[src/include/icache_params.svh]
`ifndef ICACHE_PARAMS_SVH
`define ICACHE_PARAMS_SVH

// fetch and axi address width
`define ICACHE_ADDR_W 32

// one risc-v instruction
`define ICACHE_INSTR_W 32

// axi read beat width
`define ICACHE_AXI_DATA_W 64

// direct mapped geometry, 16 lines of 32 bytes
`define ICACHE_LINES 16
`define ICACHE_INDEX_W 4
`define ICACHE_BEATS 4
`define ICACHE_OFFSET_W 5
`define ICACHE_TAG_W 23

// axi id width, only id 0 is ever issued
`define ICACHE_AXI_ID_W 4

// axi encodings
`define AXI_BURST_INCR 2'b01
`define AXI_RESP_OKAY 2'b00
`define AXI_ARCACHE_NORMAL_NC 4'b0010
// unprivileged, secure, instruction access
`define AXI_PROT_INSTR 3'b100

// 8 bytes per beat
`define ICACHE_AR_SIZE 3'd3

`endif

[src/verilog/icache_pkg.sv]
`include "icache_params.svh"

package icache_pkg;

    // fetch address as the cache sees it
    typedef struct packed {
        logic [`ICACHE_TAG_W-1:0]      tag;
        logic [`ICACHE_INDEX_W-1:0]    index;
        // 32-bit word within the line
        logic [`ICACHE_OFFSET_W-3:0]   word;
        logic [1:0]                    byte_sel;
    } fetch_addr_t;

    // read address channel payload
    typedef struct packed {
        logic [`ICACHE_ADDR_W-1:0]     addr;
        logic [`ICACHE_AXI_ID_W-1:0]   id;
        logic [7:0]                    len;
        logic [2:0]                    size;
        logic [1:0]                    burst;
        logic [3:0]                    cache;
        logic [2:0]                    prot;
    } axi_ar_t;

    // read data channel payload
    typedef struct packed {
        logic [`ICACHE_AXI_DATA_W-1:0] data;
        logic [1:0]                    resp;
        logic                          last;
        logic [`ICACHE_AXI_ID_W-1:0]   id;
    } axi_r_t;

    // one beat written into the data array
    typedef struct packed {
        logic [`ICACHE_INDEX_W-1:0]       index;
        logic [$clog2(`ICACHE_BEATS)-1:0] beat;
        logic [`ICACHE_AXI_DATA_W-1:0]    data;
    } refill_beat_t;

    // end of refill, line identity and outcome
    typedef struct packed {
        logic [`ICACHE_INDEX_W-1:0] index;
        logic [`ICACHE_TAG_W-1:0]   tag;
        logic                       ok;
        logic                       err;
    } refill_result_t;

endpackage

[src/verilog/icache_lookup.sv]
`timescale 1ns/10ps
`include "icache_params.svh"

module icache_lookup (
    input  logic                           clk,
    input  logic                           reset,
    input  logic                           lookup_req_i,
    input  icache_pkg::fetch_addr_t        lookup_addr_i,
    input  logic                           flush_i,
    input  logic                           fill_we_i,
    input  icache_pkg::refill_beat_t       fill_beat_i,
    input  logic                           fill_done_i,
    input  icache_pkg::refill_result_t     fill_result_i,
    output logic                           hit_o,
    output logic [`ICACHE_INSTR_W-1:0]     instr_o
);
    import icache_pkg::*;

    // one valid bit per line
    logic [`ICACHE_LINES-1:0] valid_q;

    // tag per line
    logic [`ICACHE_TAG_W-1:0] tag_mem [`ICACHE_LINES];

    // data array addressed by {index, beat}
    logic [`ICACHE_AXI_DATA_W-1:0] data_mem [`ICACHE_LINES*`ICACHE_BEATS];

    // registered lookup
    logic                          req_q;
    fetch_addr_t                   addr_q;
    logic [`ICACHE_AXI_DATA_W-1:0] beat_q;

    // beat holding the requested word
    logic [`ICACHE_INDEX_W+$clog2(`ICACHE_BEATS)-1:0] rd_sel;
    logic [`ICACHE_INDEX_W+$clog2(`ICACHE_BEATS)-1:0] wr_sel;

    assign rd_sel = {lookup_addr_i.index, lookup_addr_i.word[`ICACHE_OFFSET_W-3:1]};
    assign wr_sel = {fill_beat_i.index, fill_beat_i.beat};

    // lookup in flight, cleared on reset
    always_ff @(posedge clk or negedge reset) begin
        if (!reset) begin
            req_q <= 1'b0;
        end else begin
            req_q <= lookup_req_i;
        end
    end

    // address and beat are sampled at the request edge
    always_ff @(posedge clk) begin
        if (lookup_req_i) begin
            addr_q <= lookup_addr_i;
            beat_q <= data_mem[rd_sel];
        end
    end

    // refill beats land here
    // no lookup is issued while a refill runs
    always_ff @(posedge clk) begin
        if (fill_we_i) begin
            data_mem[wr_sel] <= fill_beat_i.data;
        end
    end

    // tag written at the end of every refill
    always_ff @(posedge clk) begin
        if (fill_done_i) begin
            tag_mem[fill_result_i.index] <= fill_result_i.tag;
        end
    end

    // valid bits
    // flush wins, a failed refill leaves the line invalid
    // since its data beats were overwritten
    always_ff @(posedge clk or negedge reset) begin
        if (!reset) begin
            valid_q <= '0;
        end else if (flush_i) begin
            valid_q <= '0;
        end else if (fill_done_i) begin
            valid_q[fill_result_i.index] <= fill_result_i.ok;
        end
    end

    // tag compare against the registered address
    // sees a flush or fill from the request edge
    assign hit_o = req_q
                && valid_q[addr_q.index]
                && (tag_mem[addr_q.index] == addr_q.tag);

    // lower word sits in the low half of the beat
    assign instr_o = addr_q.word[0] ? beat_q[`ICACHE_INSTR_W +: `ICACHE_INSTR_W]
                                    : beat_q[0 +: `ICACHE_INSTR_W];

endmodule

[config.mk]
export PLATFORM = sky130hd
export DESIGN_NAME = icache_lookup
export DESIGN_NICKNAME = d
export VERILOG_FILES = /design/src/verilog/icache_pkg.sv /design/src/verilog/icache_lookup.sv
export VERILOG_INCLUDE_DIRS = /design/src /design/src/include
export SDC_FILE = /design/constraint.sdc
export NUM_CORES = 2
export LEC_CHECK = 0
export CORE_MARGIN = 2
export CORE_UTILIZATION = 50
export CTS_CLUSTER_DIAMETER = 200
export DETAILED_ROUTE_END_ITERATION = 10
export DONT_BUFFER_PORTS = 1
export GPL_ROUTABILITY_DRIVEN = 0
export PLACE_DENSITY = 0.69
export SYNTH_ARGS = -nofsm -noshare
export SYNTH_HDL_FRONTEND = slang
export SYNTH_MEMORY_MAX_BITS = 65536
export SYNTH_SLANG_ARGS = --single-unit
[constraint.sdc]
create_clock -name clk -period 3.2 [get_ports clk]
set_clock_uncertainty 0.2 [all_clocks]
set_input_delay 0.64 -clock clk [delete_from_list [all_inputs] [get_ports clk]]
set_output_delay 0.64 -clock clk [all_outputs]
set_load 0.01 [all_outputs]
### After elaboration in Yosys (flattened, before gate mapping)

Memory sizes are Yosys's and may differ from the RTL's. A register that Yosys moved wholly into a read port is not among the register bits.
Index checks and enable logic that the tools add are counted.

| word-level totals | value |
|---|---|
| register bits after elaboration | 45 |
| memories | 2 |
| RAM bits | 4464 |
| word-level logic and storage cells | 28 |
| input port bits | 137 |

| operators by class | value |
|---|---|
| equality and inequality tests | 1 |
| reductions and logical operators | 4 |
| magnitude comparators | 3 |
| multiplexer cells | 13 |

Memory list:

| name | words | width | rd ports | clocked after Yosys merged registers in | write ports | line | source |
|---|---|---|---|---|---|---|---|
| data_mem | 64 | 64 | 1 | 1 | 1 | icache_lookup.sv:26 | `` logic [`ICACHE_AXI_DATA_W-1:0] data_mem [`ICACHE_LINES*`ICACHE_BEATS]; `` |
| tag_mem | 16 | 23 | 1 | 1 | 1 | icache_lookup.sv:23 | `` logic [`ICACHE_TAG_W-1:0] tag_mem [`ICACHE_LINES]; `` |

Operators with widths:

| cell | count |
|---|---|
| $mux 16 | 2 |
| $mux 32 | 1 |
| $eq 23x23->1 | 1 |
| $bwmux 16 | 1 |
| $lt 4x5->1 const B | 2 |
| $mux 1 | 6 |
| $bmux 1 s4 | 1 |
| $demux 1 s4 | 1 |
| $ge 4x1->1 const B | 1 |
| $mux 4 | 1 |
| $logic_and 1x1->1 | 3 |
| $reduce_bool 2->1 | 1 |

### Longest topological paths before layout

| depth | value |
|---|---|
| word-level depth | 7 |
| depth in mapped cells | 12 |
| gate-level depth less buffers | 7 |

### Least setup slack after synthesis

OpenSTA, ideal clock, no wires.

| path | value |
|---|---|
| path type | input to register |
| start | in fill_beat_i[69] (netlist name) |
| end | mem data_mem[32][0] (netlist name), enable pin |
| slack | -1629 ps |
| cell stages on the path | 4 |
| data arrival time | 4143 ps |
| buffers on the path | 2 |
| data required time | 2514 ps |
| library setup time | 486 ps |
| cells stage by stage | clkbuf_1 > or3b_2 > clkbuf_1 > nor2_1 |

RTL lines:

| element | line | source |
|---|---|---|
| start: declaration | icache_lookup.sv:11 | `input icache_pkg::refill_beat_t fill_beat_i,` |
| end: declaration | icache_lookup.sv:26 |  |

Straight into the memory's write port.

==> run metrics <==
status=complete, but fails checks; failing checks=max-slew violations, negative setup slack; hpwl dp=241000 microns; commonest cells in the netlist=edfxtp_1, mux4_2, clkbuf_1; VDD IR max=0.606 mV; slowest stage delay, CP=roughly 550 ps; crit path time final=around 4700 ps; CTS clk-pin slew, worst paths=roughly 60 ps; worst-path cell chain=buf_12, mux4_2, mux4_2, xor2_1, nor4_2, nand4_1, nor4_4, buf_4; syn_nets=roughly 6800; port buffer count=0; DR WL/cell=just under 40 microns; Skew-Pair Late Insertion Delay=between 1000 and 1500 ps; H-tree levels=5; Worst Path Max Fanout=7; Final Util=around three fifths; delay-heaviest family, CP=multiplexers; RSZ-0062 raised after global routing=yes; Synth cell types=41; final slew viol count=121; count leader, synth=edfxtp_1; setup ws final=-1490 ps; first-pass GRT wire length=between 600000 and 700000 microns; Root Buffer Master=clkbuf_16; setup TNS=-1620 ps; DR vias/cell=6.76; TritonCTS clock tree=yes; post-synthesis cell count=about 6700; crit end category=output pin; Initial Util=around 50%; layout cells sized above 1=a little over a third; Hold Vio Cnt, Final=0; crit path launch type=flop; met3 usage in global routing=roughly 6.0%; Core Box Area=approximately 0.35 sq mm; CTS Buf Count=about 440; via count=approximately 84000; MaxCap Viol Count=0; synth top area cells=edfxtp_1, mux4_2, clkbuf_1, mux2_2, dfrtp_1; Leakage=between 60 and 70 nW; grt peak-use layer=met2; total wire length=slightly below 500000 microns; Synth area leader=edfxtp_1; Power Density=a little over 600 mW/mm^2; GRT overflow=0; # IOs=170; Mapped Area=roughly 0.17 sq mm; register area share after synthesis=79.2%; top-area cell type share of the netlist area=about four fifths; achievable frequency=about 210 MHz; met1 usage=approximately two fifths; ys async rst share=0.371%; Clock Sink Count=4577; final setup vio count=7; Yosys Warn Count=0; Area Growth Syn to Fin=16.3%; Detailed Routing Iterations Pass 1=5; row count=about 220; Residual DRC=0; Worst slew margin=-37.0%; DRT iter0 DRCs=~14000; Nets=7568; Die Width=593 microns; CP bufs+invs=2; vias in the first global route=82100; Critical Path Most Common Cell=mux4_2; measured slew at the worst slew-check pin=around 2100 ps; remaining antenna violation count=0; crit share post-route=147%; met2 Usage GRT=between 40% and 50%; Hold Path Class=primary input to flop; worst-path cell with the longest stage delay=mux4_2; Avg Cell Area, Syn=around 26 sq um; Post-synth top flop=edfxtp_1; kind of critical path=flop to output pin; GRT Util Overall=about 28%; die area=roughly 0.35 sq mm; CP required=between 2000 and 2500 ps; initial antenna violation count=26; Clock Path Buffers=4; largest net degree at the start of global routing=between 200 and 300; Die H=about 590 microns; FF+latch count, synth=roughly 4600; Arrival @ worst endpoint=3850 ps; Post-synth EDFFs=4556
-- flip-flops by register name, indices dropped and copies added (netlist names), named ones only --
| name | flops |
|---|---|
| beat_q | 64 |
| data_mem | 4096 |
| valid_q | 16 |
| addr_q | 28 |
| req_q | 1 |
| tag_mem | 368 |
-- routing by layer --
| layer | routed length, microns | up-vias | part of all wire [%] |
|---|---|---|---|
| met2 | 234000 | 6346 | 47 |
| met1 | 172000 | 45300 | 35 |
| li1 | - | 31000 | - |
| met3 | 62100 | 1103 | 13 |
| met5 | 84 | - | 0.017 |
| met4 | 24900 | 14 | 5.1 |
-- final cells by class --
type,count,area [sq um]
clock inverter,283,2990
antenna,14,35.0
timing repair buffer,646,9170
inverter,1,3.75
fill,23300,144000
multi-input combinational,1767,35200
sequential,4577,137000
clock buffer,525,11400
tap,4578,5730
-- where the power goes --
group	total, mW	internal, mW	leakage, nW	switching [mW]
logic	6.57	3.14	14.4	3.44
registers	66.9	66.6	41.3	0.342
clock network	52.0	29.5	6.98	22.5
total	125	99.2	62.7	26.3
-- path summary, 6_finish.rpt --
path                                   from          end  slack, ps  cells past startpoint
max reg2reg                 data_mem[59][6]    beat_q[6]        610                      3
min reg2reg                      valid_q[1]   valid_q[1]        330                      2
min                        lookup_addr_i[6]    beat_q[8]         50                      1
max                                    flop        hit_o      -1490                      8
min in group asynchronous             reset   valid_q[1]        550                      2
max in group asynchronous             reset  valid_q[12]       1740                      2
-- cell families after synthesis --
| logic type | share of synthesized area, % |
|---|---|
| xor+xnor | 0.136 |
| simple gates | 0.416 |
| mux | 19.2 |
| buf+inv | 0.904 |
| flops | 79.2 |
| compound gates | 0.208 |
-- metrics by stage --
| stage | total power, mW | std cells | worst slack (ps) | instance area, sq um | hold WS, ps |
|---|---|---|---|---|---|
| 6_report | 125 | 12400 | -1490 | 202000 | 47.0 |
| 4_1_cts | 126 | 12400 | -1520 | 202000 | 2.13 |
| 5_1_grt | 128 | 12400 | -1620 | 202000 | 1.71 |
| 3_5_place_dp | 73.2 | 11300 | -2480 | 184000 | 145 |
| 2_1_floorplan | 71.6 | 6688 | -642 | 174000 | 144 |
| 3_3_place_gp | 73.1 | 11300 | -2300 | 184000 | 145 |
-- worst register-to-register path, delay by kind of cell (launching register included) --
kind   cells  cell delay [ps]
muxes      3             1720
DFF        1              370
-- cells in the final DEF (no fill, tap or decap), types with 35 or more instances in the layout --
master / count
buf_12: 234
clkinv_2: 78
dlygate4sd3_1: 135
edfxtp_1: 4556
clkbuf_1: 82
clkinv_1: 108
buf_16: 38
buf_4: 219
nor2_4: 64
mux2_2: 41
mux4_2: 1440
clkbuf_16: 446
bufinv_16: 50
mux2i_1: 35
-- timing repair --
action / in CTS / in global routing
setup buffers: 6 / 3
pin swaps: 4 / 3
gates cloned: 12 / 3
gates resized for setup: 21 / 9
endpoints found under the setup margin: 66 / 25
endpoints found under the hold margin: 4724 / 0
hold buffers: 207 / 0
Note: power is estimated with default switching activity, not from simulation.
