### config.mk
export PLATFORM = sky130hd
export DESIGN_NAME = icache_fetch_ctrl
export DESIGN_NICKNAME = d
export VERILOG_FILES = /design/src/verilog/icache_pkg.sv /design/src/verilog/icache_fetch_ctrl.sv
export VERILOG_INCLUDE_DIRS = /design/src /design/src/include
export SDC_FILE = /design/constraint.sdc
export NUM_CORES = 1
export LEC_CHECK = 0
export BUFFER_PORTS_ARGS = -buffer_cell sky130_fd_sc_hd__buf_2
export CORE_MARGIN = 10
export CORE_UTILIZATION = 39
export DETAILED_ROUTE_END_ITERATION = 8
export PLACE_DENSITY = 0.87
export RECOVER_POWER = 100
export SLEW_MARGIN = 20
export SYNTH_ARGS = -nofsm -noshare
export SYNTH_HDL_FRONTEND = slang
export SYNTH_SLANG_ARGS = --single-unit
### constraint.sdc
create_clock -name clk -period 2.95 [get_ports clk]
set_input_delay 0.59 -clock clk [delete_from_list [all_inputs] [get_ports clk]]
set_output_delay 0.59 -clock clk [all_outputs]
set_load 0.01 [all_outputs]
### src/include/icache_params.svh
`ifndef ICACHE_PARAMS_SVH
`define ICACHE_PARAMS_SVH

// fetch and axi address width
`define ICACHE_ADDR_W 32

// one risc-v instruction
`define ICACHE_INSTR_W 32

// axi read beat width
`define ICACHE_AXI_DATA_W 64

// direct mapped geometry, 16 lines of 32 bytes
`define ICACHE_LINES 16
`define ICACHE_INDEX_W 4
`define ICACHE_BEATS 4
`define ICACHE_OFFSET_W 5
`define ICACHE_TAG_W 23

// axi id width, only id 0 is ever issued
`define ICACHE_AXI_ID_W 4

// axi encodings
`define AXI_BURST_INCR 2'b01
`define AXI_RESP_OKAY 2'b00
`define AXI_ARCACHE_NORMAL_NC 4'b0010
// unprivileged, secure, instruction access
`define AXI_PROT_INSTR 3'b100

// 8 bytes per beat
`define ICACHE_AR_SIZE 3'd3

`endif

### src/verilog/icache_pkg.sv
`include "icache_params.svh"

package icache_pkg;

    // fetch address as the cache sees it
    typedef struct packed {
        logic [`ICACHE_TAG_W-1:0]      tag;
        logic [`ICACHE_INDEX_W-1:0]    index;
        // 32-bit word within the line
        logic [`ICACHE_OFFSET_W-3:0]   word;
        logic [1:0]                    byte_sel;
    } fetch_addr_t;

    // read address channel payload
    typedef struct packed {
        logic [`ICACHE_ADDR_W-1:0]     addr;
        logic [`ICACHE_AXI_ID_W-1:0]   id;
        logic [7:0]                    len;
        logic [2:0]                    size;
        logic [1:0]                    burst;
        logic [3:0]                    cache;
        logic [2:0]                    prot;
    } axi_ar_t;

    // read data channel payload
    typedef struct packed {
        logic [`ICACHE_AXI_DATA_W-1:0] data;
        logic [1:0]                    resp;
        logic                          last;
        logic [`ICACHE_AXI_ID_W-1:0]   id;
    } axi_r_t;

    // one beat written into the data array
    typedef struct packed {
        logic [`ICACHE_INDEX_W-1:0]       index;
        logic [$clog2(`ICACHE_BEATS)-1:0] beat;
        logic [`ICACHE_AXI_DATA_W-1:0]    data;
    } refill_beat_t;

    // end of refill, line identity and outcome
    typedef struct packed {
        logic [`ICACHE_INDEX_W-1:0] index;
        logic [`ICACHE_TAG_W-1:0]   tag;
        logic                       ok;
        logic                       err;
    } refill_result_t;

endpackage

### src/verilog/icache_fetch_ctrl.sv
`timescale 1ns/10ps
`include "icache_params.svh"

module icache_fetch_ctrl (
    input  logic                       clk,
    input  logic                       reset,
    input  logic                       fetch_req_i,
    input  icache_pkg::fetch_addr_t    fetch_addr_i,
    input  logic                       hit_i,
    input  logic [`ICACHE_INSTR_W-1:0] instr_i,
    input  logic                       done_i,
    input  icache_pkg::refill_result_t result_i,
    output logic                       lookup_req_o,
    output icache_pkg::fetch_addr_t    lookup_addr_o,
    output logic                       refill_start_o,
    output logic                       fetch_valid_o,
    output logic [`ICACHE_INSTR_W-1:0] fetch_instr_o,
    output logic                       fetch_err_o,
    output logic                       busy_o
);
    import icache_pkg::*;

    // idle, waiting for the refill, replaying, reporting an error
    typedef enum logic [1:0] {
        ST_IDLE,
        ST_FILL,
        ST_REPLAY,
        ST_REPORT
    } state_t;

    state_t state_q;

    // the single outstanding lookup
    logic        pend_q;
    fetch_addr_t addr_q;

    logic hit;
    logic miss;

    // a lookup is only pending out of idle or replay, so state is idle here
    assign hit  = pend_q && hit_i;
    assign miss = pend_q && !hit_i;

    // busy already in the miss cycle, so no new request slips in
    assign busy_o = miss || (state_q == ST_FILL) || (state_q == ST_REPLAY);

    // new fetch when free, or the replay of the missed one
    assign lookup_req_o  = (fetch_req_i && !busy_o) || (state_q == ST_REPLAY);
    // while busy the held address also feeds the refill master
    assign lookup_addr_o = busy_o ? addr_q : fetch_addr_i;

    assign refill_start_o = miss;

    always_ff @(posedge clk or negedge reset) begin
        if (!reset) begin
            state_q <= ST_IDLE;
        end else begin
            case (state_q)
                ST_IDLE: begin
                    if (miss) begin
                        state_q <= ST_FILL;
                    end
                end
                ST_FILL: begin
                    // error goes straight to the report, no replay
                    if (done_i) begin
                        state_q <= result_i.err ? ST_REPORT : ST_REPLAY;
                    end
                end
                ST_REPLAY: begin
                    state_q <= ST_IDLE;
                end
                default: begin
                    state_q <= ST_IDLE;
                end
            endcase
        end
    end

    always_ff @(posedge clk or negedge reset) begin
        if (!reset) begin
            pend_q <= 1'b0;
        end else begin
            pend_q <= lookup_req_o;
        end
    end

    // address of the lookup in flight
    always_ff @(posedge clk) begin
        if (lookup_req_o) begin
            addr_q <= lookup_addr_o;
        end
    end

    // result pulses, hit data or the error with a zero word
    assign fetch_valid_o = hit || (state_q == ST_REPORT);
    assign fetch_err_o   = state_q == ST_REPORT;
    assign fetch_instr_o = hit ? instr_i : '0;

endmodule

# Word-level counts from Yosys, hierarchy flattened
# Cells that the tools add are included.
[classes]
n_eq_ne = 5
mux = 6
n_reduce_logical = 11
[ops]
columns = ["operator", "count"]
rows = [
  ["two-way mux 32 bit", 2],
  ["== test 2 bit, second input constant", 2],
  ["logical OR 1 bit", 4],
  ["two-way mux 2 bit", 2],
  ["inequality test 2 bit, second input constant", 2],
  ["one-hot mux 2 bit (2 select lines)", 1],
  ["logical AND 1 bit", 3],
  ["== test 2 x 1 -> 1 bit, second input constant", 1],
  ["logical NOT 1 bit", 2],
  ["logical NOT 2 bit", 1],
  ["AND reduction 2 bit", 1],
  ["two-way mux 1 bit", 1],
]
[totals]
regBits = 35
in_bits = 98
output_inout_bits = 69
word_cells = 28

# Logic depth before layout (Yosys ltp)
# Gate-level depths: netlist of run 1.
[depth]
word_depth = 7
mapped_depth = 4
depth_no_buf = 3

# Least setup slack after synthesis of run 1
# Ideal clock, no wire load.
[synth_path]
path_type = "input port to output port"
start = "input hit_i"
end = "output lookup_req_o"
arrival_time_ps = 1548
required_time_ps = 2360
setup_slack_ps = 812
path_stages = 3
n_path_buf = 0
cell_sequence = "nor2b_2 -> nor2_1 -> a21o_1"
[synth_between]
elab_chain_len = 7
[synth_rtl]
columns = ["item", "line_no", "text"]
rows = [
  ["from (decl)", "icache_fetch_ctrl.sv:9", "input logic hit_i,"],
  ["logical NOT 1 bit", "icache_fetch_ctrl.sv:42", "assign miss = pend_q && !hit_i;"],
  ["logical AND 1 bit", "icache_fetch_ctrl.sv:42", ""],
  ["logical OR 1 bit (2 in series)", "icache_fetch_ctrl.sv:45", "assign busy_o = miss || (state_q == ST_FILL) || (state_q == ST_REPLAY);"],
  ["logical NOT 1 bit", "icache_fetch_ctrl.sv:48", "assign lookup_req_o = (fetch_req_i && !busy_o) || (state_q == ST_REPLAY);"],
  ["logical AND 1 bit", "icache_fetch_ctrl.sv:48", ""],
  ["logical OR 1 bit", "icache_fetch_ctrl.sv:48", ""],
  ["to (decl)", "icache_fetch_ctrl.sv:13", "output logic lookup_req_o,"],
]
# Every way passes these cells.

==> results.ini, run 1 <==
[final_layout]
area_growth_pct = 41.0
fillers = 404
seqCellArea_um2 = 1040
stdcell_count = 315
fin_nets = 360
multi_input_area_um2 = 632
drive_above_1_share_pct = 37.3
layout_common_cells = 70 x clkbuf_1, 69 x buf_2, 32 x and3_1, 32 x edfxtp_1, 19 x mux2_2
final_common_cell = clkbuf_1
diodes = 0

[routing]
drc = 0
vias_per_cell = 4.94
dr.first_iter.drc_count = 39
first_pass_iters = 4
routedWlPerCell_um = 18.5
drtAntennaViolNets = 0
vias = 1556
wirelength_um = 5820

[cts]
postCtsSetupRepairBufs = 0
cts_resized = 0
htree_levels = 2
clockBufferDepth = 2
clk_pin_slew_ns = 0.06
clk_latency_ns = 0.28
clock_sinks = 35
cts_root_buf = clkbuf_8
cts_tree = done
postCtsHoldBufs = 0
cts_buffers = 5

[synthesis]
synth_cell_types = 16
yosysSeqAreaShare_pct = 59.5
synth_top_area_share_pct = 55.2
avgSynthCellArea_um2 = 14.4
syn_area_um2 = 1740
syn-num-nets = 219
yosysTopAreaCell = edfxtp_1
ys_warn_count = 0
ys_ff_latch = 35
netlist_instances = 121
synth.area.top_cells = edfxtp_1 55%, mux2_2 19%, and3_1 11%, dfrtp_1 4.3%, buf_6 1.9%

[floorplan]
die_w_um = 86.8
initial_utilization_pct = 40.0
die_y_um = 86.8
dieArea_um2 = 7540
coreArea_um2 = 4350
pin_count = 167
num_rows = 24

[pwr]
power-per-cell-area_nw_per_um2 = 1010
max-vdd-ir-drop_uv = 735
leakagePower_nw = 1.11
power_w = 0.00248

[setup_path]
cp_top_family = buffers and inverters
startpoint_type = flop
cp.arrival_ns = 1.95
slowest_delay_ns = 0.38
cp_max_fo = 19
worst_path_max_delay_cell = mux2_1
criticalPathCategory = flop to output pin
critPathBufInv = 2
required_ns = 2.36
cp-end-kind = output pin
path_cells = nor2b_1 > nor3_1 > buf_4 > mux2_1 > clkbuf_1

[grt]
grt_pass1_wl_um = 8870
grt_pass1_vias = 1772
grt.overflow.total = 0
grt_start_max_net_pins = 34
grt_usage_pct = 14.7
antenna_found_initial = 0

[placement]
numPortBuffers = 138
place_ws_ns = 0.567
dp_cells = 307
gp_congestion = 0.819
hpwl_um = 4870

[run_status]
status = finished clean

[min_path]
min_path_type = input pin to async pin

[timing]
setup_tns_ns = 0
finalHoldViolCount = 0
finalWorstSetupSlack_ns = 0.414
clock_skew_ns = 0.00584
rsz0062_at_grt = no
setup_viol = 0
period_share_pct = 86.0
worstMarginPinSlew_ns = 0.939
period_needed_ns = 2.54
max_freq_ghz = 0.394
relSlewSlack_pct = 37.4
slew_viol_final = 0

[job]
cap_violations = 0

layer usage:
| layer | part of all wire (%) | vias to the layer above | track usage (%) |
|---|---|---|---|
| li1 | - | 739 | - |
| met1 | 33 | 712 | 13.3 |
| met2 | 50 | 100 | 27.0 |
| met3 | 16 | 5 | 8.91 |
| met4 | 0.64 | 0 | 3.53 |
| met5 | 0 | - | 0 |
power breakdown:
| part | switching (W) | internal (W) | leakage [nW] | total (W) |
|---|---|---|---|---|
| sequential | 0.0000629 | 0.000881 | 0.344 | 0.000944 |
| clock | 0.000168 | 0.000160 | 0.0392 | 0.000328 |
| combinational | 0.000726 | 0.000487 | 0.730 | 0.00121 |
| total | 0.000957 | 0.00153 | 1.11 | 0.00248 |
cell usage after synthesis:
cell type   n
buf_6       3
and2_1      2
a21o_1      2
clkbuf_1    6
edfxtp_1   32
inv_1       1
nor2b_1     2
dfrtp_1     3
and3_1     32
nand3b_1    1
mux2_2     29
nor3_4      1
nor2b_2     1
o21ai_0     1
nor2_1      2
mux2_1      3
cell type report:
cell class                      count  share of cell area (%)
Tap cell                           52                    2.65
Inverter                            1                   0.153
Clock buffer                        5                    2.80
Sequential cell                    35                    42.2
Multi-Input combinational cell     76                    25.7
Timing Repair Buffer              143                    25.9
Clock inverter                      3                   0.611
sequential cells by signal (all words and copies together) (netlist names):
name,flops
pend_q,1
addr_q,32
state_q,2
through the flow:
stage                     area, um2  util [%]  hold slack (ns)
after floorplan                1740         -            0.294
after global placement         2480      56.9            0.385
after detailed placement       2480      56.9            0.389
after CTS                      2560      58.9           0.0814
after global routing           2460      56.4            0.116
final                          2460      56.4            0.104
path summary, 6_finish.rpt:
kind	startpoint	endpoint	slack, ns	depth (start not counted)
worst min-delay path	reset	pend_q	0.10	1
worst max-delay path	pend_q	lookup_addr_o[17]	0.41	5
worst max register to register	state_q[0]	addr_q[7]	1.10	4
min in group clk	state_q[1]	state_q[0]	0.49	1
max in group asynchronous	reset	state_q[0]	2.70	1
worst min register to register	state_q[1]	state_q[0]	0.49	1
cells by family after synthesis:
| group | synth area share, % |
|---|---|
| AO/OA/AOI/OAI | 1.15 |
| buffers and inverters | 3.45 |
| flip-flops | 59.5 |
| multiplexers | 20.7 |
| AND/OR/NAND/NOR | 15.2 |
Power figures use the tool's default switching activity.
==> run 2, diff against run 1 <==
--- a/config.mk
+++ b/config.mk
@@ -10,8 +10,9 @@
 export CORE_MARGIN = 10
 export CORE_UTILIZATION = 39
 export DETAILED_ROUTE_END_ITERATION = 8
+export GPL_TIMING_DRIVEN = 0
 export PLACE_DENSITY = 0.87
-export RECOVER_POWER = 100
+export RECOVER_POWER = 25
 export SLEW_MARGIN = 20
 export SYNTH_ARGS = -nofsm -noshare
 export SYNTH_HDL_FRONTEND = slang
==> run 2 against run 1 <==
  * Clock power about the same
  * First-iteration DRC count grew 41%
  * Via count rose by 0.71%
  * Clock-buffer cell count grew 1
  * Clock skew increased by 0.0018 ns
  * Combinational power is 11% higher
  * Sequential share of layout area shrank 1.9 points
  * Core utilization rose by 2.7 points
  * Global-route usage is 0.74 points lower
  * Register-to-register slack barely moved
  * Routed wire length shrank 3.2%
  * Critical path depth is the same
  * Critical endpoint is now lookup_addr_o[26]
  * Largest cell class unchanged
  * Largest power group unchanged
  * Highest routed layer unchanged
==> results.ini, run 2 (synthesis results as in run 1) <==
[grt]
grt_pass1_vias = 1756
grt_start_max_net_pins = 35
grt_pass1_wl_um = 8460
grt_usage_pct = 14.0
antenna_found_initial = 0
grt.overflow.total = 0

[timing]
relSlewSlack_pct = 49.8
max_freq_ghz = 0.384
worstMarginPinSlew_ns = 0.754
period_needed_ns = 2.61
finalHoldViolCount = 0
finalWorstSetupSlack_ns = 0.343
period_share_pct = 88.4
clock_skew_ns = 0.00768
setup_viol = 0
slew_viol_final = 0
rsz0062_at_grt = no
setup_tns_ns = 0

[cts]
postCtsSetupRepairBufs = 0
clock_sinks = 35
htree_levels = 2
cts_buffers = 5
postCtsHoldBufs = 0
clockBufferDepth = 2
cts_resized = 0
cts_root_buf = clkbuf_8
clk_pin_slew_ns = 0.06
cts_tree = done
clk_latency_ns = 0.28

[final_layout]
largest_register = addr_q
diodes = 0
drive_above_1_share_pct = 64.4
layout_common_cells = 133 x buf_2, 32 x and3_1, 32 x edfxtp_1, 28 x mux2_2, 12 x clkbuf_1
top_regs = addr_q: 32 flops, state_q: 2 flops, pend_q: 1 flops
largest_reg_flops = 32
area_growth_pct = 47.8
final_common_cell = buf_2
fin_nets = 364

[floorplan]
coreArea_um2 = 4350
die_y_um = 86.8
die_w_um = 86.8
num_rows = 24
pin_count = 167
dieArea_um2 = 7540
initial_utilization_pct = 40.0

[setup_path]
cp-end-kind = output pin
criticalPathCategory = flop to output pin
cp_max_fo = 10
startpoint_type = flop
cp.arrival_ns = 2.02
required_ns = 2.36
reg2regPathDepth = 4

[pwr]
power.switching_w = 0.000947
switching_share_pct = 36.2
pwr-share-clk_pct = 12.6
max-vdd-ir-drop_uv = 647
leakagePower_nw = 1.34
seq_power_share_pct = 36.1
power-per-cell-area_nw_per_um2 = 1020
p_int_w = 0.00167
p_comb_share_pct = 51.3

[routing]
first_pass_iters = 4
wirelength_um = 5630
dr.first_iter.drc_count = 55
vias = 1567
vias_per_cell = 4.91
drc = 0
routedWlPerCell_um = 17.7
drtAntennaViolNets = 0

[placement]
place_ws_ns = 0.416
numPortBuffers = 138
gp_congestion = 1.01
hpwl_um = 4780

[job]
cap_violations = 0

[min_path]
min_path_type = input pin to async pin

[run_status]
status = finished clean

## run 2: per-stage QoR
step / utilization (%) / hold WS [ns] / power (W) / cells / instance area [um2]
floorplan: - / 0.294 / 0.00181 / 121 / 1740
global placement: 57.4 / 0.389 / 0.00230 / 311 / 2500
detailed placement: 57.4 / 0.395 / 0.00234 / 311 / 2500
CTS: 59.3 / 0.0954 / 0.00268 / 319 / 2580
global route: 59.1 / 0.131 / 0.00281 / 319 / 2570
finish: 59.1 / 0.119 / 0.00262 / 319 / 2570
## run 2: metal layers
metal  up-vias  GRT usage, %  routed length [um]
met1       692          13.5                1940
met2       117          23.0                2630
met4         0          7.22                 195
met5         -             0                   0
met3        12          8.35                 869
li1        746             -                   -
## run 2: path summary, 6_finish.rpt
| kind | start | to | slack, ns |
|---|---|---|---|
| worst max-delay path | pend_q | lookup_addr_o[26] | 0.34 |
| worst min-delay path | reset | pend_q | 0.12 |
| worst max register to register | pend_q | addr_q[26] | 1.11 |
| worst min register to register | state_q[1] | state_q[0] | 0.47 |
| max in group asynchronous | reset | state_q[0] | 2.67 |
| min in group clk | state_q[1] | state_q[0] | 0.47 |
## run 2: layout make-up
cell class | instances | area, um2
Buffer | 9 | 56.3
Multi-Input combinational cell | 76 | 644
Sequential cell | 35 | 1040
Clock inverter | 2 | 12.5
Clock buffer | 6 | 72.6
Tap cell | 52 | 65.1
Fill cell | 370 | 1780
Inverter | 1 | 3.75
Timing Repair Buffer | 138 | 684
## run 2: critical path, cell delays in order (launching register included)
cell     delay [ns]
dfrtp_1        0.43
nor2b_1        0.21
nor3_4         0.38
buf_6          0.21
mux2_2         0.36
buf_2          0.15
## run 2: power by group through the flow
| stage | Clock [W] | Sequential (W) | Combinational, W |
|---|---|---|---|
| final | 0.000330 | 0.000947 | 0.00134 |
| after global routing | 0.000357 | 0.000978 | 0.00148 |
| after CTS | 0.000341 | 0.000952 | 0.00138 |
| after detailed placement | 0 | 0.000960 | 0.00138 |
| after global placement | 0 | 0.000950 | 0.00135 |
| after floorplan | 0 | 0.000932 | 0.000875 |
