==> src/include/icache_params.svh <==
`ifndef ICACHE_PARAMS_SVH
`define ICACHE_PARAMS_SVH

// fetch and axi address width
`define ICACHE_ADDR_W 32

// one risc-v instruction
`define ICACHE_INSTR_W 32

// axi read beat width
`define ICACHE_AXI_DATA_W 64

// direct mapped geometry, 16 lines of 32 bytes
`define ICACHE_LINES 16
`define ICACHE_INDEX_W 4
`define ICACHE_BEATS 4
`define ICACHE_OFFSET_W 5
`define ICACHE_TAG_W 23

// axi id width, only id 0 is ever issued
`define ICACHE_AXI_ID_W 4

// axi encodings
`define AXI_BURST_INCR 2'b01
`define AXI_RESP_OKAY 2'b00
`define AXI_ARCACHE_NORMAL_NC 4'b0010
// unprivileged, secure, instruction access
`define AXI_PROT_INSTR 3'b100

// 8 bytes per beat
`define ICACHE_AR_SIZE 3'd3

`endif

==> src/verilog/icache_pkg.sv <==
`include "icache_params.svh"

package icache_pkg;

    // fetch address as the cache sees it
    typedef struct packed {
        logic [`ICACHE_TAG_W-1:0]      tag;
        logic [`ICACHE_INDEX_W-1:0]    index;
        // 32-bit word within the line
        logic [`ICACHE_OFFSET_W-3:0]   word;
        logic [1:0]                    byte_sel;
    } fetch_addr_t;

    // read address channel payload
    typedef struct packed {
        logic [`ICACHE_ADDR_W-1:0]     addr;
        logic [`ICACHE_AXI_ID_W-1:0]   id;
        logic [7:0]                    len;
        logic [2:0]                    size;
        logic [1:0]                    burst;
        logic [3:0]                    cache;
        logic [2:0]                    prot;
    } axi_ar_t;

    // read data channel payload
    typedef struct packed {
        logic [`ICACHE_AXI_DATA_W-1:0] data;
        logic [1:0]                    resp;
        logic                          last;
        logic [`ICACHE_AXI_ID_W-1:0]   id;
    } axi_r_t;

    // one beat written into the data array
    typedef struct packed {
        logic [`ICACHE_INDEX_W-1:0]       index;
        logic [$clog2(`ICACHE_BEATS)-1:0] beat;
        logic [`ICACHE_AXI_DATA_W-1:0]    data;
    } refill_beat_t;

    // end of refill, line identity and outcome
    typedef struct packed {
        logic [`ICACHE_INDEX_W-1:0] index;
        logic [`ICACHE_TAG_W-1:0]   tag;
        logic                       ok;
        logic                       err;
    } refill_result_t;

endpackage

==> src/verilog/axi_line_refill.sv <==
`timescale 1ns/10ps
`include "icache_params.svh"

module axi_line_refill (
    input  logic                       clk,
    input  logic                       reset,
    input  logic                       start_i,
    input  icache_pkg::fetch_addr_t    line_addr_i,
    input  logic                       ar_ready_i,
    input  logic                       r_valid_i,
    input  icache_pkg::axi_r_t         r_i,
    output logic                       ar_valid_o,
    output icache_pkg::axi_ar_t        ar_o,
    output logic                       r_ready_o,
    output logic                       fill_we_o,
    output icache_pkg::refill_beat_t   fill_beat_o,
    output logic                       done_o,
    output icache_pkg::refill_result_t result_o
);
    import icache_pkg::*;

    // idle, address phase, data phase
    typedef enum logic [1:0] {
        RF_IDLE,
        RF_AR,
        RF_R
    } rf_state_t;

    rf_state_t state_q;

    // line being filled
    logic [`ICACHE_TAG_W-1:0]   tag_q;
    logic [`ICACHE_INDEX_W-1:0] index_q;

    // beat counter and sticky error
    logic [$clog2(`ICACHE_BEATS)-1:0] beat_q;
    logic                             err_q;

    logic beat_fire;
    logic beat_err;
    logic line_err;

    // r_ready is held for the whole data phase
    assign beat_fire = (state_q == RF_R) && r_valid_i;
    assign beat_err  = r_i.resp != `AXI_RESP_OKAY;
    // slverr or decerr on any beat fails the line
    assign line_err  = err_q || beat_err;

    always_ff @(posedge clk or negedge reset) begin
        if (!reset) begin
            state_q <= RF_IDLE;
        end else begin
            case (state_q)
                RF_IDLE: begin
                    if (start_i) begin
                        state_q <= RF_AR;
                    end
                end
                RF_AR: begin
                    if (ar_ready_i) begin
                        state_q <= RF_R;
                    end
                end
                RF_R: begin
                    // last closes the burst
                    if (beat_fire && r_i.last) begin
                        state_q <= RF_IDLE;
                    end
                end
                default: begin
                    state_q <= RF_IDLE;
                end
            endcase
        end
    end

    // counter and error restart with every line
    always_ff @(posedge clk or negedge reset) begin
        if (!reset) begin
            beat_q <= '0;
            err_q  <= 1'b0;
        end else if (state_q == RF_IDLE && start_i) begin
            beat_q <= '0;
            err_q  <= 1'b0;
        end else if (beat_fire) begin
            beat_q <= beat_q + 1'b1;
            err_q  <= line_err;
        end
    end

    // line identity, held stable through ar and r
    always_ff @(posedge clk) begin
        if (state_q == RF_IDLE && start_i) begin
            tag_q   <= line_addr_i.tag;
            index_q <= line_addr_i.index;
        end
    end

    // ar payload straight from registers, stable until ready
    assign ar_valid_o = state_q == RF_AR;
    assign ar_o.addr  = {tag_q, index_q, {`ICACHE_OFFSET_W{1'b0}}};
    assign ar_o.id    = '0;
    assign ar_o.len   = 8'(`ICACHE_BEATS - 1);
    assign ar_o.size  = `ICACHE_AR_SIZE;
    assign ar_o.burst = `AXI_BURST_INCR;
    assign ar_o.cache = `AXI_ARCACHE_NORMAL_NC;
    assign ar_o.prot  = `AXI_PROT_INSTR;

    assign r_ready_o = state_q == RF_R;

    // every accepted beat is written, even an errored one
    assign fill_we_o         = beat_fire;
    assign fill_beat_o.index = index_q;
    assign fill_beat_o.beat  = beat_q;
    assign fill_beat_o.data  = r_i.data;

    // done in the cycle of the last beat
    assign done_o          = beat_fire && r_i.last;
    assign result_o.index  = index_q;
    assign result_o.tag    = tag_q;
    assign result_o.ok     = !line_err;
    assign result_o.err    = line_err;

endmodule

==> config.mk <==
export PLATFORM = sky130hd
export DESIGN_NAME = axi_line_refill
export DESIGN_NICKNAME = d
export VERILOG_FILES = /design/src/verilog/icache_pkg.sv /design/src/verilog/axi_line_refill.sv
export VERILOG_INCLUDE_DIRS = /design/src /design/src/include
export SDC_FILE = /design/constraint.sdc
export NUM_CORES = 1
export LEC_CHECK = 0
export BUFFER_PORTS_ARGS = -buffer_cell sky130_fd_sc_hd__buf_2
export CAP_MARGIN = 20
export CORE_AREA = 2 2 104 106
export CTS_CLUSTER_SIZE = 14
export DETAILED_ROUTE_END_ITERATION = 10
export DIE_AREA = 0 0 106 108
export HOLD_SLACK_MARGIN = 0.15
export PLACE_DENSITY_LB_ADDON = 0.3
export SYNTH_ARGS = -nofsm -noshare
export SYNTH_HDL_FRONTEND = slang
export SYNTH_SLANG_ARGS = --single-unit
==> constraint.sdc <==
create_clock -name clk -period 2.4 [get_ports clk]
set_input_delay 0.48 -clock clk [delete_from_list [all_inputs] [get_ports clk]]
set_output_delay 0.48 -clock clk [all_outputs]
set_load 0.01 [all_outputs]
* Word-level counts from Yosys, hierarchy flattened
Cells that the tools add are included.
** Cells by class
- $add $sub $neg :: 1
- Eq/ne operators :: 5
- Muxes and demuxes :: 8
- Reduce and logical (&&, ||, !) cells :: 9
** Operators by type and width (number)
- 2-bit two-way mux :: 5
- 2-bit one-hot mux with 3 select lines :: 1
- 2-bit inequality test, second input constant :: 2
- 2-bit nonzero test :: 2
- 1-bit logical AND :: 3
- 3-bit AND reduction :: 1
- 2-bit by 1-bit adder with 2-bit output, second input constant :: 1
- 2-bit by 1-bit == test with 1-bit output, second input constant :: 1
- 2-bit == test, second input constant :: 1
- 2-bit logical NOT :: 1
- 1-bit two-way mux :: 2
- 2-bit by 1-bit inequality test with 1-bit output, second input constant :: 1
- 1-bit logical NOT :: 1
- 1-bit logical OR :: 1
** Storage, ports and cells
- Output and inout bits :: 159
- Bits in registers :: 32
- Logic and storage cells :: 28

* Logic depth before layout (Yosys ltp)
Gate-level depths: netlist (run 1).
- Depth after elaboration :: 5
- Gate-level depth with buffers :: 3

* Worst setup path after synthesis (run 1)
OpenSTA, ideal clock, no wires.
- Path kind :: in2reg
- Start point :: in start_i
- End point :: reg index_q[0], enable pin
- Data required time :: 1988 ps
- Setup slack :: 292 ps
- Arrival time :: 1696 ps
- Setup time :: 412 ps
- Cell stages on the path :: 1
- Cells stage by stage :: nor3b_2
** On the way
- Word-level cells in the longest chain between the ends :: 1
** Ends and longest elaborated chain
- from (decl) :: line axi_line_refill.sv:7 : input logic start_i,
- 1-bit logical AND :: line axi_line_refill.sv:93 : if (state_q == RF_IDLE && start_i) begin
- to (signal assigned) :: line axi_line_refill.sv:95 : index_q <= line_addr_i.index;
- to (decl) :: line axi_line_refill.sv:33 : logic [`ICACHE_INDEX_W-1:0] index_q;
Every way passes these cells.
A chain may end at the register's enable or synchronous reset.

* Worst setup path after layout (run 1)
- Start point :: reg state_q[1]
- End point :: out done_o
** On the way
- Word-level cells in the longest chain between the ends :: 3
** Ends and longest elaborated chain
- from (decl) :: line axi_line_refill.sv:29 : rf_state_t state_q;
- from (signal assigned) :: line axi_line_refill.sv:51 : state_q <= RF_IDLE;
- from (signal assigned) :: line axi_line_refill.sv:56 : state_q <= RF_AR;
- from (signal assigned) :: line axi_line_refill.sv:61 : state_q <= RF_R;
- 2-bit == test :: line axi_line_refill.sv:44 : assign beat_fire = (state_q == RF_R) && r_valid_i;
- 1-bit logical AND :: line axi_line_refill.sv:44
- 1-bit logical AND :: line axi_line_refill.sv:118 : assign done_o = beat_fire && r_i.last;
- to (decl) :: line axi_line_refill.sv:17 : output logic done_o,
Every way passes these cells.

==> impl_metrics.csv, run 1 <==
group,metric,value,unit
run_status,status,"complete, no violations",
floorplan,io_pins,267,
routing,num_vias,1012,
setup_path,crit_path_end_kind,"output port",
synth,synth_area,2000,sq um
synth,synth.largest_area_cell,"buf_4",
clock_tree,cts_max_level,2,
grt,grt_max_degree,31,
power,p_clk_frac,0.231,
setup_path,critPathKind,"register to output port",
final_layout,final_layout_size_suffix_gt1_frac,0.593,
synth,synth_seq_area_share,0.468,
timing,hold_ws,367,ps
placed_design,io_buffers,100,
timing,clock_skew,3.98,ps
grt,grt-ovfl-total,0,
hold_path,min_path_type,"input pin to register",
clock_tree,cts_tree,"done",
synth,synthTopCellsByArea,"buf_4 47%, edfxtp_1 41%, dfrtp_1 6.3%",
grt,grt_usage,0.0661,
synth,ys_types,19,
synth,ys_ff_latch,32,
floorplan,rows,37,
grt,grt_util_met3,0.0380,
hold_path,min_from,"line_addr_i[8]",
grt,grt_pass1_vias,941,
power,swShare,0.339,
grt,antenna_found_initial,0,
job,drv_cap,0,
setup_path,crit_fanout,5,
setup_path,critPathRequiredTime,1920,ps
synth,ys_warn_count,0,
timing,period_share,0.720,
timing,post-route-min-period,1730,ps
final_layout,fillers,1130,
setup_path,start_kind,"register",
power,p_switching,0.000605,W
synth,synth_top_area_frac,0.469,
clock_tree,ctsResizeCount,0,
power,peakVddDrop,0.000353,V
timing,max_clock_freq,0.579,GHz
power,p_comb_frac,0.297,
grt,met2_usage,0.0982,
setup_path,rr_endpoint,"tag_q[19]",
setup_path,rr_startpoint,"state_q[1]",
routing,drt_first_pass_iters,3,
floorplan,die_area,11400,sq um
power,power.density,917,nW/um^2
setup_path,r2r_setup_slack,980,ps
placed_design,place_congestion,0.697,
timing,setup_viol,0,
routing,drt-initial-drc-count,14,
floorplan,initial_core_util,0.195,
power,p_leak,0.936,nW
routing,wl_per_cell,12.6,microns
floorplan,die_height,108,microns
power,seq_power_share,0.471,
placed_design,dp_hpwl,3310,microns
grt,grt.met1_usage,0.0626,
clock_tree,cts_buffers,5,
setup_path,ff2ff_path_depth,2,
floorplan,die_x,106,microns
final_layout,n_antenna_cell,0,
hold_path,hold_end,"index_q[3]",
synth,syn_avg_cell_area,11.3,sq um
clock_tree,clkLatencyLatePin,280,ps
floorplan,core-area,10200,sq um
routing,post_drt_via_cell_ratio,3.11,
final_layout,syn2layout_area_growth,-2.75,%
clock_tree,cts_sinks,32,
routing,wl,4090,microns
power,p_int,0.00118,W
grt,busiest_layer,"met2",
setup_path,arrival,1250,ps
routing,antenna_left,0,
clock_tree,root_buffer,"clkbuf_8",
hold_path,whs_path_depth,1,
clock_tree,path_clk_slew,70,ps
timing,report.final.slew_viol_count,0,
timing,setup_tns,0,ps
synth,syn-instance-count,177,
timing,rsz0062_at_grt,"false",
routing,drc,0,
final_layout,final_net_count,296,
clock_tree,clockBufferDepth,2,
timing,hold_viol,0,
grt,grt_pass1_wl,5370,microns
layer usage:
metal,up-vias,part of all wire,wire length [microns]
met3,28,0.15,612
met1,440,0.30,1250
met2,112,0.47,1940
li1,432,-,-
met4,0,0.071,289
met5,-,0,0
metrics by stage:
step                      instance area [sq um]  cells   util  power (W)  worst slack (ps)
after floorplan                            2100    204      -    0.00138               292
after global placement                     1850    316  0.181    0.00140               776
after detailed placement                   1850    316  0.181    0.00140               771
after CTS                                  1940    325  0.190    0.00183               650
after global routing                       1940    325  0.190    0.00191               545
final                                      1940    325  0.190    0.00178               672
power by group through the flow:
stage | Sequential (W) | Clock [W] | Combinational (W)
2_1_floorplan | 0.000895 | 0 | 0.000483
3_3_place_gp | 0.000850 | 0 | 0.000547
3_5_place_dp | 0.000853 | 0 | 0.000542
4_1_cts | 0.000846 | 0.000442 | 0.000544
5_1_grt | 0.000862 | 0.000467 | 0.000579
6_report | 0.000841 | 0.000413 | 0.000530
kinds of logic (layout without fill, tap and decap cells):
| family | Yosys count | count (layout) | synth area share |
|---|---|---|---|
| AND/OR/NAND/NOR | 12 | 12 | 0.0382 |
| XOR/XNOR | 2 | 2 | 0.00876 |
| AO/OA/AOI/OAI | 2 | 2 | 0.00814 |
| flip-flops | 32 | 32 | 0.468 |
| buffers and inverters | 127 | 112 | 0.473 |
| other | 2 | 29 | 0.00376 |
synthesized netlist by cell type, drive strengths merged:
cell type,number
a21o,1
a22o,1
and3,1
and3b,1
buf,125
conb,2
dfrtp,5
edfxtp,27
inv,2
nand2,1
nand4b,1
nor2,3
nor2b,2
nor3,1
nor3b,1
or3,1
xnor2,1
xor2,1
how the worst max path moves through the flow:
stage,depth (start not counted),startpoint,to,slack [ps]
after floorplan,1,start_i,index_q[0],290
after global placement,4,r_i[6],result_o[1],780
after detailed placement,4,r_i[6],result_o[1],770
after CTS,3,state_q[1],done_o,650
after global routing,3,state_q[1],done_o,550
final,3,state_q[1],done_o,670
area by class of cell:
cell class              count  area (sq um)  share of cell area
clock buffers               5          68.8              0.0354
clock inverters             3          18.8             0.00965
inverters                   2          7.51             0.00386
multi-input cells          45           225               0.116
flip-flops and latches     32           936               0.481
well taps                 136           170              0.0875
repair buffers            102           518               0.266
critical path, cell delays in order (launching register included):
cell	delay (ps)
dfrtp_1	430
nor2b_1	240
and3_1	170
buf_2	120
cells in the final DEF (no fill, tap or decap), drive strengths merged:
cell	instances
dlygate4sd3	1
and3	1
a21o	1
dfrtp	5
nand2	1
nor3b	1
conb	29
a22o	1
inv	2
nor3	1
nor2	3
buf	101
and3b	1
edfxtp	27
xor2	1
clkinv	3
nand4b	1
xnor2	1
clkbuf	5
or3	1
nor2b	2
state kept, by name, summed over array words and instances (netlist names):
signal   flops
tag_q       23
err_q        1
beat_q       2
state_q      2
index_q      4
repair_timing:
action                                 CTS  global route
endpoints found under the hold margin    5             0
hold buffers                             1             0
buffers inserted                         0             0
(Power assumes the default switching activity.)
==> inputs of run 2 (changes only) <==
--- a/config.mk
+++ b/config.mk
@@ -6,6 +6,7 @@
 export SDC_FILE = /design/constraint.sdc
 export NUM_CORES = 1
 export LEC_CHECK = 0
+export ABC_AREA = 1
 export BUFFER_PORTS_ARGS = -buffer_cell sky130_fd_sc_hd__buf_2
 export CAP_MARGIN = 20
 export CORE_AREA = 2 2 104 106
==> constraint.sdc (replaced) <==
create_clock -name clk -period 1.5 [get_ports clk]
set_input_delay 0.3 -clock clk [delete_from_list [all_inputs] [get_ports clk]]
set_output_delay 0.3 -clock clk [all_outputs]
set_load 0.01 [all_outputs]
==> run 2 against run 1 <==
Against the previous run:
- clock skew up 1.9 ps
- clock power up 48%
- hold slack worse by 170 ps
- largest power group unchanged
==> impl_metrics.csv, run 2 <==
group,metric,value,unit
floorplan,die_x,106,microns
floorplan,core-area,10200,sq um
synth,ys_types,13,
setup_path,cpMaxStageDelayCell,"dfrtp_1",
timing,setup_viol,0,
final_layout,layout_commonest_cell,"buf_2",
final_layout,layout.cells.non_filler,344,
floorplan,initial_core_util,0.199,
setup_path,crit_fanout,5,
run_status,status,"complete, no violations",
final_layout,largest_reg_flops,23,
placed_design,place_congestion,0.667,
floorplan,io_pins,267,
timing,setup_tns,0,ps
final_layout,n_antenna_cell,0,
placed_design,place_inst,335,
synth,synthTopCellsByArea,"buf_4 46%, edfxtp_1 40%, dfrtp_1 6.1%",
clock_tree,cts_tree,"done",
grt,grt_usage,0.0543,
placed_design,io_buffers,100,
clock_tree,cts_buffers,5,
routing,wl,3360,microns
setup_path,worstPathCellList,"inv_1, nand3_4, nor2_1, buf_2",
grt,grt_max_degree,19,
power,p_leak,0.984,nW
floorplan,rows,37,
synth,synth.largest_area_cell,"buf_4",
setup_path,crit_family,"flip-flops",
routing,wl_per_cell,9.78,microns
job,drv_cap,0,
final_layout,post-route-util,0.195,
clock_tree,clkLatencyLatePin,270,ps
timing,period_share,0.951,
grt,grt_pass1_vias,906,
power,swShare,0.334,
hold_path,min_path_type,"input pin to register",
timing,hold_ws,199,ps
final_layout,regArea,936,sq um
synth,synth_ff_type,"edfxtp_1",
synth,synth_area,2040,sq um
clock_tree,root_buffer,"clkbuf_8",
final_layout,reg_top3,"tag_q x23, index_q x4",
grt,grt-ovfl-total,0,
clock_tree,cts_max_level,2,
final_layout,final_net_count,315,
setup_path,arrival,1130,ps
synth,ys_warn_count,0,
clock_tree,clockBufferDepth,2,
final_layout,largest-register,"tag_q",
setup_path,cpPeakStageDelay,390,ps
synth,syn_avg_cell_area,10.4,sq um
timing,clock_skew,5.88,ps
routing,drc,0,
routing,num_vias,1068,
timing,report.final.slew_viol_count,0,
synth,yosysMostFrequentCell,"buf_4",
power,seq_power_share,0.462,
final_layout,multi_input_area,226,sq um
clock_tree,path_clk_slew,70,ps
power,power.density,1430,nW/um^2
clock_tree,cts_setup_buffers,0,
setup_path,crit_buf_inv,2,
routing,antenna_left,0,
final_layout,fillers,1109,
grt,antenna_found_initial,0,
synth,synth_edf_count,27,
power,p_comb_frac,0.324,
setup_path,critPathRequiredTime,1200,ps
setup_path,start_kind,"register",
floorplan,die_area,11400,sq um
power,peakVddDrop,0.000336,V
routing,post_drt_via_cell_ratio,3.10,
timing,rsz0062_at_grt,"false",
power,p_int,0.00191,W
final_layout,syn2layout_area_growth,-1.84,%
grt,grt_pass1_wl,4560,microns
synth,synth_common_cells,"125 x buf_4, 27 x edfxtp_1, 11 x inv_1, 11 x nand2_1",
routing,drt-initial-drc-count,44,
synth,synthArstFlopShare,0.156,
clock_tree,cts_sinks,32,
routing,drt_first_pass_iters,4,
synth,synth_seq_area_share,0.459,
synth,synth_top_area_frac,0.461,
timing,max_clock_freq,0.701,GHz
power,p_clk_frac,0.214,
placed_design,dp_hpwl,2760,microns
synth,syn-instance-count,195,
final_layout,mostFrequentLayoutCells,"100 x buf_2, 29 x conb_1, 27 x edfxtp_1",
final_layout,final_layout_size_suffix_gt1_frac,0.534,
timing,hold_viol,0,
setup_path,critPathKind,"register to output port",
floorplan,die_height,108,microns
synth,ys_ff_latch,32,
setup_path,crit_path_end_kind,"output port",
power,p_switching,0.000957,W
timing,post-route-min-period,1430,ps
## run 2: cell type report
type	instances	area share
sequential	32	0.468
timing repair buffer	103	0.269
multi-input combinational	53	0.113
tap	136	0.0851
clock buffer	7	0.0382
inverter	12	0.0244
clock inverter	1	0.00188
## run 2: cell families after synthesis
| group | count (synthesis) | share of synthesized area |
|---|---|---|
| buffers and inverters | 137 | 0.483 |
| DFF | 32 | 0.459 |
| and+or+nand+nor | 22 | 0.0491 |
| AOI/OAI and AO/OA | 2 | 0.00491 |
| other | 2 | 0.00369 |
## run 2: final timing paths
check,startpoint,to,slack [ps],cells after the start
min in group asynchronous,reset,state_q[1],370,2
setup reg to reg,state_q[1],tag_q[1],160,4
setup / recovery,state_q[0],done_o,70,4
max in group asynchronous,reset,beat_q[1],1000,2
hold / removal,line_addr_i[22],tag_q[13],200,1
hold reg to reg,err_q,err_q,530,2
## run 2: metal layers
metal  up-vias  GRT usage  wire length, microns
met2       110     0.0871                  1680
li1        480          -                     -
met4         0     0.0244                    27
met3         4     0.0368                   483
met1       474     0.0551                  1170
met5         -          0                     0
## run 2: timing repair
action | CTS | global route
setup endpoints to repair | 0 | 2
endpoints found under the hold margin | 5 | 0
hold buffers | 1 | 0
gates resized for setup | 0 | 1
## run 2: worst reg2reg max path, stage by stage (launching register included)
cell and delay [ps]:
dfrtp_1 440, nor2_1 150, nand2_2 140, clkinvlp_4 130, buf_4 190
## run 2: power groups by stage
stage	combinational (W)	sequential (W)	clock (W)
after floorplan	0.000805	0.00143	0
after global placement	0.000948	0.00134	0
after detailed placement	0.000943	0.00134	0
after CTS	0.000946	0.00133	0.000660
after global routing	0.00104	0.00135	0.000700
final	0.000928	0.00132	0.000611
## run 2: through the flow
step / total power (W) / setup WS [ps] / area (sq um)
final: 0.00286 / 73.3 / 2000
after global routing: 0.00309 / 5.60 / 2000
after CTS: 0.00293 / 38.2 / 1990
after detailed placement: 0.00229 / 173 / 1900
after global placement: 0.00228 / 173 / 1900
after floorplan: 0.00223 / 170 / 2140
==> inputs of run 3 (changes only) <==
==> constraint.sdc (replaced) <==
create_clock -name clk -period 1.5 [get_ports clk]
set_input_delay 0 -clock clk [delete_from_list [all_inputs] [get_ports clk]]
set_output_delay 0 -clock clk [all_outputs]
set_load 0.01 [all_outputs]
==> run 3 against run 2 <==
Against the previous run:
- the flow now stops in clock tree synthesis
- synthesized area stayed put
- synthesized cell count is the same
==> impl_metrics.csv, run 3 <==
group,metric,value,unit
clock_tree,ctsResizeCount,0,
clock_tree,cts_max_level,2,
synth,syn_avg_cell_area,10.4,sq um
floorplan,initial_core_util,0.199,
synth,synth_top_area_frac,0.461,
clock_tree,cts_sinks,32,
clock_tree,clockBufferDepth,2,
synth,synth_edf_count,27,
synth,synth_area,2040,sq um
synth,synth_common_cells,"125 x buf_4, 27 x edfxtp_1, 11 x inv_1, 11 x nand2_1",
run_status,error,"[ERROR RSZ-0060] Max buffer count reached.",
placed_design,pre_cts_slack,175,ps
floorplan,die_height,108,microns
synth,synth.largest_area_cell,"buf_4",
clock_tree,cts_buffers,5,
synth,ys_types,13,
synth,synth_seq_area_share,0.459,
clock_tree,postCtsHoldBufs,101,
synth,yosysMostFrequentCell,"buf_4",
synth,ys_ff_latch,32,
placed_design,io_buffers,100,
synth,synth_ff_type,"edfxtp_1",
clock_tree,root_buffer,"clkbuf_8",
run_status,haltStage,"clock tree synthesis",
synth,ys_warn_count,0,
floorplan,rows,37,
floorplan,die_x,106,microns
run_status,status,"did not finish",
floorplan,io_pins,267,
placed_design,place_congestion,0.655,
synth,syn-instance-count,195,
clock_tree,cts_setup_buffers,0,
synth,synthArstFlopShare,0.156,
synth,synthTopCellsByArea,"buf_4 46%, edfxtp_1 40%, dfrtp_1 6.1%",
placed_design,dp_hpwl,2730,microns
## run 3: cell counts after synthesis
No cell type changed its count.
## run 3: kinds of logic after synthesis
group	count (synthesis)	synth area share
AOI/OAI and AO/OA	2	0.00491
DFF	32	0.459
buffers and inverters	137	0.483
and+or+nand+nor	22	0.0491
other	2	0.00369
## run 3: stage by stage
stage	area, sq um	instances
floorplan	2140	222
global placement	1900	335
detailed placement	1900	335
==> inputs of run 4 (changes only) <==
--- a/config.mk
+++ b/config.mk
@@ -9,12 +9,10 @@
 export ABC_AREA = 1
 export BUFFER_PORTS_ARGS = -buffer_cell sky130_fd_sc_hd__buf_2
 export CAP_MARGIN = 20
-export CORE_AREA = 2 2 104 106
-export CTS_CLUSTER_SIZE = 14
+export CORE_AREA = 2 2 105 107
 export DETAILED_ROUTE_END_ITERATION = 10
-export DIE_AREA = 0 0 106 108
-export HOLD_SLACK_MARGIN = 0.15
-export PLACE_DENSITY_LB_ADDON = 0.3
+export DIE_AREA = 0 0 107 109
+export PLACE_DENSITY_LB_ADDON = 0.15
 export SYNTH_ARGS = -nofsm -noshare
 export SYNTH_HDL_FRONTEND = slang
 export SYNTH_SLANG_ARGS = --single-unit
==> constraint.sdc (replaced) <==
create_clock -name clk -period 2 [get_ports clk]
set_input_delay 0 -clock clk [delete_from_list [all_inputs] [get_ports clk]]
set_output_delay 0 -clock clk [all_outputs]
set_load 0.01 [all_outputs]
==> run 4 against run 3 <==
Against the previous run:
- the flow now finishes without violations
==> impl_metrics.csv, run 4 (synthesis gave the netlist of run 2 again) <==
group,metric,value,unit
hold_path,min_from,"r_i[54]",
power,power.density,967,nW/um^2
setup_path,crit_buf_inv,2,
clock_tree,cts_sinks,32,
floorplan,die_height,109,microns
floorplan,core-area,10600,sq um
placed_design,place_congestion,0.696,
timing,post-route-min-period,1390,ps
timing,rsz0062_at_grt,"false",
setup_path,ff2ff_path_depth,4,
placed_design,pre_cts_slack,586,ps
clock_tree,cts_tree,"done",
setup_path,cpMaxStageDelayCell,"dfrtp_1",
setup_path,r2r_setup_slack,610,ps
routing,wl_per_cell,9.81,microns
routing,drt_first_pass_iters,4,
placed_design,dpl_cell_area,1890,sq um
final_layout,syn2layout_area_growth,11.1,%
grt,grt_usage,0.0597,
setup_path,crit_fanout,19,
timing,clock_skew,9.91,ps
final_layout,final_net_count,343,
floorplan,io_pins,267,
hold_path,whs_path_depth,0,
setup_path,crit_path_end_kind,"register",
floorplan,rows,38,
setup_path,critPathKind,"register to register",
final_layout,final_layout_size_suffix_gt1_frac,0.470,
timing,max_clock_freq,0.717,GHz
clock_tree,cts_buffers,5,
final_layout,fin_area,2260,sq um
clock_tree,ctsResizeCount,0,
timing,fin_ws,606,ps
grt,grt-ovfl-total,0,
setup_path,cpPeakStageDelay,430,ps
timing,setup_viol,0,
clock_tree,clockBufferDepth,2,
clock_tree,path_clk_slew,70,ps
grt,grt_max_degree,20,
floorplan,die_x,107,microns
final_layout,mostFrequentLayoutCells,"100 x buf_2, 29 x conb_1, 29 x dlygate4sd3_1",
final_layout,layout_commonest_cell,"buf_2",
run_status,status,"complete, no violations",
routing,drc,0,
floorplan,initial_core_util,0.192,
timing,report.final.slew_viol_count,0,
setup_path,rr_startpoint,"state_q[1]",
hold_path,min_path_type,"input pin to output port",
setup_path,startpoint,"state_q[1]",
placed_design,dp_hpwl,2840,microns
placed_design,io_buffers,100,
timing,hold_viol,0,
final_layout,fillers,1171,
setup_path,arrival,1350,ps
setup_path,crit_family,"flip-flops",
power,p_leak,1.11,nW
routing,post_drt_via_cell_ratio,3.19,
routing,drt-initial-drc-count,28,
timing,period_share,0.697,
grt,grt_pass1_vias,991,
final_layout,reg_top3,"tag_q x23, index_q x4",
grt,grt_pass1_wl,5010,microns
timing,setup_tns,0,ps
setup_path,worstPathCellList,"nor2_1, nand2_2, inv_1, buf_4",
final_layout,largest-register,"tag_q",
setup_path,rr_endpoint,"tag_q[6]",
clock_tree,cts_max_level,2,
routing,num_vias,1199,
setup_path,start_kind,"register",
setup_path,critPathRequiredTime,1960,ps
final_layout,largest_reg_flops,23,
routing,wl,3690,microns
grt,antenna_found_initial,0,
clock_tree,clkLatencyLatePin,280,ps
floorplan,die_area,11700,sq um
job,drv_cap,0,
clock_tree,root_buffer,"clkbuf_8",
routing,antenna_left,0,
power,peakVddDrop,0.000209,V
final_layout,n_antenna_cell,0,
hold_path,hold_end,"fill_beat_o[47]",
power,power.total,0.00219,W
-- run 4: what timing repair did --
action,CTS,global route
hold buffers,29,0
hold endpoints to repair,34,0
buffers inserted,0,0
-- run 4: report_power, final --
group / switching, W / internal (W) / total (W)
logic: 0.000417 / 0.000290 / 0.000707
clock network: 0.000238 / 0.000244 / 0.000483
registers: 0.0000840 / 0.000913 / 0.000997
total: 0.000740 / 0.00145 / 0.00219
-- run 4: worst max-delay path by stage --
| stage | to | slack [ps] | cells after the start |
|---|---|---|---|
| 2_1_floorplan | index_q[0] | 440 | 3 |
| 3_3_place_gp | tag_q[6] | 590 | 4 |
| 3_5_place_dp | tag_q[7] | 590 | 4 |
| 4_1_cts | index_q[2] | 570 | 4 |
| 5_1_grt | index_q[1] | 480 | 4 |
| 6_report | tag_q[6] | 610 | 4 |
-- run 4: metal layers --
layer / vias to the layer above / wire [microns] / GRT usage
met1: 543 / 1400 / 0.0610
met5: - / 0 / 0
li1: 535 / - / -
met4: 0 / 207 / 0.0547
met3: 19 / 423 / 0.0257
met2: 102 / 1660 / 0.0924
-- run 4: cell type report --
class                           instances  area, sq um  share of cell area
Clock buffer                            7         76.3              0.0337
Timing Repair Buffer                  131          806               0.356
Clock inverter                          1         5.00             0.00221
Tap cell                              140          175              0.0774
Multi-Input combinational cell         53          219              0.0968
Sequential cell                        32          936               0.414
Inverter                               12         45.0              0.0199
-- run 4: per-stage QoR --
step,hold slack [ps],instances,util
6_report,0.00282,376,0.213
3_3_place_gp,-162,339,0.178
3_5_place_dp,-163,339,0.178
2_1_floorplan,-296,222,-
4_1_cts,0.0686,376,0.213
5_1_grt,0.0150,376,0.213
